===== src/rtl/decode_consts.svh =====
`ifndef DECODE_CONSTS_SVH
`define DECODE_CONSTS_SVH

// ------------------------------------------------------------
// Machine widths
// ------------------------------------------------------------
`define XLEN      16
`define NREGS     8
`define REG_BITS  3
`define SB_BITS   3
`define IMM_BITS  8

// ------------------------------------------------------------
// Instruction field positions
// ------------------------------------------------------------
`define CLS_HI    15
`define CLS_LO    14
`define RA_HI     13
`define RA_LO     11
`define RB_HI     10
`define RB_LO     8
`define OP_HI     7
`define OP_LO     4

`endif


===== src/rtl/decode_pkg.sv =====
`include "decode_consts.svh"

package decode_pkg;

   // ------------------------------------------------------------
   // Encodings
   // ------------------------------------------------------------
   typedef enum logic [1:0] {
      CLS_LOAD   = 2'b00,
      CLS_STORE  = 2'b01,
      CLS_IMM_BR = 2'b10,
      CLS_ALU    = 2'b11
   } inst_class_t;

   typedef enum logic [3:0] {
      ALU_ADD = 4'd0,
      ALU_SUB = 4'd1,
      ALU_AND = 4'd2,
      ALU_OR  = 4'd3,
      ALU_XOR = 4'd4,
      ALU_CMP = 4'd5,
      ALU_MOV = 4'd6,
      ALU_SLL = 4'd7,
      ALU_SRL = 4'd8,
      ALU_OUT = 4'd9,
      ALU_NOP = 4'd14,   // Unused codes collapse here.
      ALU_HLT = 4'd15
   } alu_op_t;

   typedef enum logic [2:0] {
      BR_LI  = 3'd0,
      BR_NOP = 3'd1,
      BR_BNE = 3'd3,
      BR_B   = 3'd4,
      BR_BE  = 3'd5,
      BR_BLT = 3'd6,
      BR_BLE = 3'd7
   } br_op_t;

   typedef enum logic [1:0] {
      SRC_REG    = 2'd0,
      SRC_IMM    = 2'd1,
      SRC_PC_INC = 2'd2
   } src_sel_t;

   // ------------------------------------------------------------
   // Stage records
   // ------------------------------------------------------------
   typedef struct packed {
      logic                 valid;
      logic [`XLEN-1:0]     inst;
      logic [`XLEN-1:0]     pc_inc;
   } if_id_t;

   typedef struct packed {
      logic                 en;
      logic [`REG_BITS-1:0] adr;
      logic [`XLEN-1:0]     dat;
   } wb_t;

   typedef struct packed {
      alu_op_t              alu_op;
      br_op_t               br_op;
      logic                 is_branch;
      src_sel_t             src_a_sel;
      src_sel_t             src_b_sel;
      logic [`REG_BITS-1:0] dest;
      logic                 regwrite;
      logic                 mem_read;
      logic                 mem_write;
      logic                 is_halt;
      logic                 use_ra;
      logic                 use_rb;
      logic [`REG_BITS-1:0] ra;
      logic [`REG_BITS-1:0] rb;
   } ctrl_t;

   typedef struct packed {
      logic                 valid;
      ctrl_t                ctrl;
      logic [`XLEN-1:0]     rd1;
      logic [`XLEN-1:0]     rd2;
      logic [`XLEN-1:0]     imm;
      logic [`XLEN-1:0]     pc_inc;
   } id_ex_t;

endpackage


===== src/rtl/decode.sv =====
`timescale 1ns/1ps
`include "decode_consts.svh"

module decode import decode_pkg::*; (
   input  logic   clk,
   input  logic   rst,
   input  logic   flush,
   input  if_id_t in_inst,
   output logic   in_ready,
   input  wb_t    wb_in,
   output id_ex_t ex_out,
   input  logic   ex_ready,
   output logic   halted
);

   ctrl_t              ctrl;
   logic [`XLEN-1:0]   imm;
   logic [`XLEN-1:0]   rd1;
   logic [`XLEN-1:0]   rd2;
   logic [`NREGS-1:0]  busy;
   logic               accept;
   logic               load_ex;
   id_ex_t             ex_next;

   // ------------------------------------------------------------
   // Decode, operand read and hazard blocks
   // ------------------------------------------------------------
   inst_controller u_inst_controller (
      .inst (in_inst.inst),
      .ctrl (ctrl),
      .imm  (imm)
   );

   regfile u_regfile (
      .clk (clk),
      .rst (rst),
      .ra  (ctrl.ra),
      .rb  (ctrl.rb),
      .wb  (wb_in),
      .rd1 (rd1),
      .rd2 (rd2)
   );

   reg_scoreboard u_reg_scoreboard (
      .clk       (clk),
      .rst       (rst),
      .flush     (flush),
      .issue_en  (accept && ctrl.regwrite),   // Counted when it enters the pipe.
      .issue_adr (ctrl.dest),
      .wb        (wb_in),
      .busy      (busy)
   );

   hazard u_hazard (
      .clk       (clk),
      .rst       (rst),
      .flush     (flush),
      .in_valid  (in_inst.valid),
      .ctrl      (ctrl),
      .busy      (busy),
      .out_valid (ex_out.valid),
      .ex_ready  (ex_ready),
      .in_ready  (in_ready),
      .accept    (accept),
      .load_ex   (load_ex),
      .halted    (halted)
   );

   // ------------------------------------------------------------
   // Decode to execute register
   // ------------------------------------------------------------
   always_comb begin
      ex_next.valid  = accept;                 // Bubble when nothing accepted.
      ex_next.ctrl   = ctrl;
      ex_next.rd1    = rd1;
      ex_next.rd2    = rd2;
      ex_next.imm    = imm;
      ex_next.pc_inc = in_inst.pc_inc;
   end

   always_ff @(posedge clk) begin
      if (load_ex) begin
         ex_out <= ex_next;
      end
      if (rst || flush) begin
         ex_out.valid <= 1'b0;
      end
   end

endmodule


===== src/rtl/hazard.sv =====
`timescale 1ns/1ps
`include "decode_consts.svh"

module hazard import decode_pkg::*; (
   input  logic              clk,
   input  logic              rst,
   input  logic              flush,
   input  logic              in_valid,
   input  ctrl_t             ctrl,
   input  logic [`NREGS-1:0] busy,
   input  logic              out_valid,
   input  logic              ex_ready,
   output logic              in_ready,
   output logic              accept,
   output logic              load_ex,
   output logic              halted
);

   logic data_hazard;
   logic recover;
   logic slot_free;

   assign data_hazard = (ctrl.use_ra && busy[ctrl.ra]) ||
                        (ctrl.use_rb && busy[ctrl.rb]);

   assign slot_free = !out_valid || ex_ready;   // Empty or draining.
   assign load_ex   = slot_free;

   assign in_ready = !data_hazard && !halted && !recover && !flush && slot_free;
   assign accept   = in_valid && in_ready;

   // ------------------------------------------------------------
   // Halt latch and flush recovery
   // ------------------------------------------------------------
   always_ff @(posedge clk) begin
      if (rst) begin
         halted  <= 1'b0;
         recover <= 1'b0;
      end else begin
         recover <= flush;                      // One dead cycle after flush.
         if (accept && ctrl.is_halt) begin
            halted <= 1'b1;
         end
      end
   end

   // A held entry must still be there on the next edge.
   a_hold_on_stall: assert property (
      @(posedge clk) disable iff (rst)
      (out_valid && !ex_ready && !flush) |=> out_valid
   ) else $error("hazard: held output entry was lost");

endmodule


===== src/rtl/inst_controller.sv =====
`timescale 1ns/1ps
`include "decode_consts.svh"

module inst_controller import decode_pkg::*; (
   input  logic [`XLEN-1:0] inst,
   output ctrl_t            ctrl,
   output logic [`XLEN-1:0] imm
);

   inst_class_t cls;
   alu_op_t     op;
   br_op_t      bop;

   assign cls = inst_class_t'(inst[`CLS_HI:`CLS_LO]);
   assign op  = alu_op_t'(inst[`OP_HI:`OP_LO]);
   assign bop = br_op_t'(inst[`RA_HI:`RA_LO]);

   // Displacement and LI constant share the low byte.
   assign imm = {{(`XLEN-`IMM_BITS){inst[`IMM_BITS-1]}}, inst[`IMM_BITS-1:0]};

   always_comb begin
      ctrl.alu_op    = ALU_NOP;
      ctrl.br_op     = BR_NOP;
      ctrl.is_branch = 1'b0;
      ctrl.src_a_sel = SRC_REG;
      ctrl.src_b_sel = SRC_REG;
      ctrl.dest      = inst[`RB_HI:`RB_LO];
      ctrl.regwrite  = 1'b0;
      ctrl.mem_read  = 1'b0;
      ctrl.mem_write = 1'b0;
      ctrl.is_halt   = 1'b0;
      ctrl.use_ra    = 1'b0;
      ctrl.use_rb    = 1'b0;
      ctrl.ra        = inst[`RA_HI:`RA_LO];
      ctrl.rb        = inst[`RB_HI:`RB_LO];

      case (cls)
         CLS_LOAD: begin
            ctrl.alu_op    = ALU_ADD;              // Base plus displacement.
            ctrl.src_b_sel = SRC_IMM;
            ctrl.dest      = inst[`RA_HI:`RA_LO];
            ctrl.regwrite  = 1'b1;
            ctrl.mem_read  = 1'b1;
            ctrl.use_rb    = 1'b1;
         end
         CLS_STORE: begin
            ctrl.alu_op    = ALU_ADD;
            ctrl.src_b_sel = SRC_IMM;
            ctrl.mem_write = 1'b1;
            ctrl.use_ra    = 1'b1;                 // Store data.
            ctrl.use_rb    = 1'b1;
         end
         CLS_IMM_BR: begin
            case (bop)
               BR_LI: begin
                  ctrl.br_op     = BR_LI;
                  ctrl.alu_op    = ALU_MOV;
                  ctrl.src_a_sel = SRC_IMM;
                  ctrl.src_b_sel = SRC_IMM;
                  ctrl.regwrite  = 1'b1;
               end
               BR_B, BR_BE, BR_BLT, BR_BLE, BR_BNE: begin
                  ctrl.br_op     = bop;
                  ctrl.alu_op    = ALU_ADD;        // Target is pc_inc plus offset.
                  ctrl.is_branch = 1'b1;
                  ctrl.src_a_sel = SRC_PC_INC;
                  ctrl.src_b_sel = SRC_IMM;
               end
               default: ctrl.br_op = BR_NOP;
            endcase
         end
         CLS_ALU: begin
            case (op)
               ALU_ADD, ALU_SUB, ALU_AND, ALU_OR, ALU_XOR, ALU_SLL, ALU_SRL: begin
                  ctrl.alu_op   = op;
                  ctrl.regwrite = 1'b1;
                  ctrl.use_ra   = 1'b1;
                  ctrl.use_rb   = 1'b1;
               end
               ALU_CMP, ALU_OUT: begin
                  ctrl.alu_op = op;                // Reads both, writes nothing.
                  ctrl.use_ra = 1'b1;
                  ctrl.use_rb = 1'b1;
               end
               ALU_MOV: begin
                  ctrl.alu_op   = ALU_MOV;
                  ctrl.regwrite = 1'b1;
                  ctrl.use_ra   = 1'b1;
               end
               ALU_HLT: begin
                  ctrl.alu_op  = ALU_HLT;
                  ctrl.is_halt = 1'b1;
               end
               default: ctrl.alu_op = ALU_NOP;
            endcase
         end
         default: ctrl.alu_op = ALU_NOP;
      endcase
   end

endmodule


===== src/rtl/reg_scoreboard.sv =====
`timescale 1ns/1ps
`include "decode_consts.svh"

module reg_scoreboard import decode_pkg::*; (
   input  logic                 clk,
   input  logic                 rst,
   input  logic                 flush,
   input  logic                 issue_en,
   input  logic [`REG_BITS-1:0] issue_adr,
   input  wb_t                  wb,
   output logic [`NREGS-1:0]    busy
);

   logic [`NREGS-1:0][`SB_BITS-1:0] cnt;

   // ------------------------------------------------------------
   // One in-flight write counter per register
   // ------------------------------------------------------------
   for (genvar i = 0; i < `NREGS; i++) begin : g_cnt
      logic inc;
      logic dec;

      assign inc = issue_en && (issue_adr == `REG_BITS'(i));
      assign dec = wb.en && (wb.adr == `REG_BITS'(i));

      always_ff @(posedge clk) begin
         if (rst || flush) begin
            cnt[i] <= '0;                      // Flushed writes never return.
         end else if (inc && !dec) begin
            cnt[i] <= cnt[i] + 1'b1;
         end else if (dec && !inc) begin
            cnt[i] <= cnt[i] - 1'b1;
         end
      end

      assign busy[i] = (cnt[i] != '0);

      // Too many writes to one register in flight at once.
      a_no_overflow: assert property (
         @(posedge clk) disable iff (rst || flush)
         (inc && !dec) |-> (cnt[i] != '1)
      ) else $error("scoreboard: counter %0d overflow", i);

      // Writeback arrived for a register with nothing pending.
      a_no_underflow: assert property (
         @(posedge clk) disable iff (rst || flush)
         (dec && !inc) |-> (cnt[i] != '0)
      ) else $error("scoreboard: counter %0d underflow", i);
   end

endmodule


===== src/rtl/regfile.sv =====
`timescale 1ns/1ps
`include "decode_consts.svh"

module regfile import decode_pkg::*; (
   input  logic                 clk,
   input  logic                 rst,
   input  logic [`REG_BITS-1:0] ra,
   input  logic [`REG_BITS-1:0] rb,
   input  wb_t                  wb,
   output logic [`XLEN-1:0]     rd1,
   output logic [`XLEN-1:0]     rd2
);

   logic [`XLEN-1:0] regs [`NREGS];

   // ------------------------------------------------------------
   // Write port
   // ------------------------------------------------------------
   always_ff @(posedge clk) begin
      if (rst) begin
         for (int i = 0; i < `NREGS; i++) begin
            regs[i] <= '0;
         end
      end else if (wb.en) begin
         regs[wb.adr] <= wb.dat;
      end
   end

   // No bypass; a reader waits one edge past the writeback.
   assign rd1 = regs[ra];
   assign rd2 = regs[rb];

   a_wb_adr_known: assert property (
      @(posedge clk) disable iff (rst)
      wb.en |-> !$isunknown(wb.adr)
   ) else $error("regfile: writeback address unknown");

endmodule


===== config.mk =====
export PLATFORM = sky130hd
export DESIGN_NAME = decode
export DESIGN_NICKNAME = d
export VERILOG_FILES = /design/src/rtl/decode_pkg.sv /design/src/rtl/decode.sv /design/src/rtl/hazard.sv /design/src/rtl/inst_controller.sv /design/src/rtl/reg_scoreboard.sv /design/src/rtl/regfile.sv
export VERILOG_INCLUDE_DIRS = /design/src /design/src/rtl
export SDC_FILE = /design/constraint.sdc
export NUM_CORES = 1
export LEC_CHECK = 0
export BUFFER_PORTS_ARGS = -buffer_cell sky130_fd_sc_hd__buf_2
export CELL_PAD_IN_SITES_DETAIL_PLACEMENT = 1
export CELL_PAD_IN_SITES_GLOBAL_PLACEMENT = 2
export CORE_ASPECT_RATIO = 0.75
export CORE_MARGIN = 5
export CORE_UTILIZATION = 25
export CTS_CLUSTER_SIZE = 14
export DETAILED_ROUTE_END_ITERATION = 16
export PLACE_DENSITY = 0.49
export RECOVER_POWER = 100
export SKIP_LAST_GASP = 1
export SLEW_MARGIN = 20
export SYNTH_ARGS = -nofsm -noshare
export SYNTH_HDL_FRONTEND = slang
export SYNTH_SLANG_ARGS = --single-unit
export TNS_END_PERCENT = 20

===== constraint.sdc =====
create_clock -name clk -period 10.45 [get_ports clk]
set_clock_uncertainty 0.05 [all_clocks]
set_input_delay 2.09 -clock clk [delete_from_list [all_inputs] [get_ports clk]]
set_output_delay 2.09 -clock clk [all_outputs]
set_load 0.02 [all_outputs]

==> flow_summary.ini <==
[routing]
drt_iter0_drc = 409
drt_pre_antenna_iters = 4
ant_nets = 0
totalWireLength_um = 33600
via_per_inst = 4.52
drc = 0
wl_per_cell_um = 22.5
vias = 6728

[cells_and_area]
final_common_cell = edfxtp_1
nets = 955
final_cell_mix = 210 x edfxtp_1, 121 x clkbuf_1, 84 x and2_0
areaGrowthSynthToFinish_pct = 17.5
drive_gt1_share_pct = 16.5
finalNonFillerCells = 1489
fin_util_pct = 29.8

[setup_path]
path_delay_family = buffers and inverters
criticalPathCategory = primary input to primary output
required_ns = 8.31
endpoint_kind = primary output
crit_slowest_cell = clkbuf_1
critPathMaxFanout = 38
path_buf_inv = 4
cp.arrival_ns = 5.81
cpPeakStageDelay_ns = 2.13
path_cells = buf_2, clkbuf_1, inv_1, a211oi_1, nor4_1, o31ai_4, nor2_1, clkbuf_1
start_kind = primary input
path_common_cell = clkbuf_1

[power]
p_sw_w = 0.000589
power.internal_w = 0.00180
clkPwrFrac_pct = 42.0
ir_drop_uv = 119
power_frac_seq_pct = 47.3
powerDensity_mw_per_mm2 = 179
p_total_w = 0.00239
p_sw_share_pct = 24.6
p_comb_share_pct = 10.7
p_leak_nw = 4.68

[floorplan]
die_h_um = 195
dieArea_mm2 = 0.0501
io_pins = 151
rows = 67
core_area_mm2 = 0.0449
die_w_um = 257
start_util_pct = 25.4

[global_route]
grt.total_usage_pct = 13.1
grt_overflow = 0
antenna_found_initial = 2
grt_start_max_net_pins = 70
grt_pass1_wl_um = 49600
grt_pass1_vias = 7153

[sta]
period_share_pct = 76.1
setup_ws_ns = 2.50
hold_viol_final = 0
setup_tns_ns = 0
rsz0062_at_grt = false
tightest_slew_ns = 3.94
setup_viol_count_final = 0
finalCriticalPeriod_ns = 7.95
fmax_ghz = 0.126
relSlewSlack_pct = -163
slew_viol_final = 417

[synthesis]
syn_inst = 735
synth_cell_type_count = 53
synth_top_area_cell = edfxtp_1
syn_area_mm2 = 0.0114
synth_area_leaders = edfxtp_1 55%, mux4_2 7.5%, and2_1 7.1%, mux4_1 6.0%, dfxtp_1 4.7%
ys.flop_type = edfxtp_1
postSynthAreaPerCell_um2 = 15.5
synth_warnings = 0
synth_edf_count = 210
yosysTopAreaCellShare_pct = 55.3
yosysSeqAreaShare_pct = 60.0
synth_seq_cells = 237
syn_nets = 808
async_flop_share_pct = 0

[cts]
htreeDepth = 1
cts-root-buf = clkbuf_16
cts.sinks = 237
cts_resized = 0
cts_tree = built
path_clk_slew_ns = 0.06
hold_buffers = 0
insertion_delay_ns = 0.56
clock_tree.buffer_depth = 3
cts_setup_buffers = 0
cts_made_buffers = 28

[job]
drv_cap = 17

[status]
status = complete, but fails checks
violations = capacitance limit, slew limit

[place]
portBuffers = 149
pre_cts_ws_ns = 4.27
hpwl_um = 20800
place_congestion = 0.689
dp.cells = 1438

[min_path]
hold_path.class = flip-flop to flip-flop
power by group through the flow:
stage          clock [W]  sequential [W]  combinational, W
6_report         0.00101         0.00113          0.000255
5_1_grt          0.00109         0.00114          0.000277
4_1_cts          0.00105         0.00113          0.000277
3_5_place_dp           0         0.00115          0.000276
3_3_place_gp           0         0.00115          0.000277
2_1_floorplan          0         0.00118          0.000133
metal layers:
metal	global-route usage [%]	share of wire, %
met1	19.2	49
met2	20.5	44
met3	2.35	4.4
met4	2.64	1.8
met5	0	0
registers in the layout, summed over array words and instances, names as in the netlist:
register / cells
u_regfile.regs: 128
ex_out: 83
u_reg_scoreboard.cnt: 24
u_hazard.halted: 1
u_hazard.recover: 1
synthesized netlist by cell type, types with 8 or more instances:
cell and n:
edfxtp_1 210, and2_1 130, mux4_2 38, mux2_2 32, nor2_1 32, dfxtp_1 27
mux4_1 26, nor3_1 19, xor2_1 17, inv_1 16, a21oi_1 13, mux2i_1 13
o21ai_0 13, buf_2 12, clkbuf_1 12, nand2b_1 12, buf_4 11, nand2_1 11
or3_1 9, fa_1 8, ha_1 8, nand4_1 8, nor2b_1 8
cell type report:
| type | count | area, um2 |
|---|---|---|
| fillers | 4788 | 31500 |
| flip-flops and latches | 237 | 6850 |
| multi-input cells | 435 | 4150 |
| clock buffers | 34 | 744 |
| well taps | 586 | 733 |
| repair buffers | 163 | 673 |
| clock inverters | 16 | 186 |
| inverters | 17 | 63.8 |
| diodes | 1 | 2.50 |
final timing paths:
check	start	end	slack, ns	depth (start not counted)
min reg2reg	u_reg_scoreboard.cnt[20]	u_reg_scoreboard.cnt[20]	0.44	2
max reg2reg	ex_out[91]	ex_out[91]	5.96	4
min	u_reg_scoreboard.cnt[20]	u_reg_scoreboard.cnt[20]	0.44	2
max	in_inst[24]	in_ready	2.50	8
per-stage QoR:
stage	cell area, um2	hold slack [ns]
after floorplan	11400	0.409
after global placement	12700	0.423
after detailed placement	12700	0.437
after CTS	13600	0.446
after global routing	13400	0.473
final	13400	0.437
cells by family (layout without fill, tap and decap cells):
| group | count (synthesis) | count (layout) | share of synthesized area, % |
|---|---|---|---|
| multiplexers | 109 | 109 | 17.8 |
| XOR/XNOR | 17 | 17 | 1.30 |
| AO/OA/AOI/OAI | 39 | 39 | 2.16 |
| adder cells (fa/ha/maj) | 16 | 16 | 2.28 |
| AND/OR/NAND/NOR | 253 | 253 | 13.1 |
| other | 1 | 2 | 0.0329 |
| buffers and inverters | 63 | 230 | 3.28 |
| flip-flops | 237 | 237 | 60.0 |
worst reg2reg max path: cells and delay by family (launching register included):
kind            cells  cell delay, ns
buf+inv             1            2.80
simple gates        2            1.08
compound gates      1            0.10
flops               1            0.32
(Power assumes the default switching activity.)
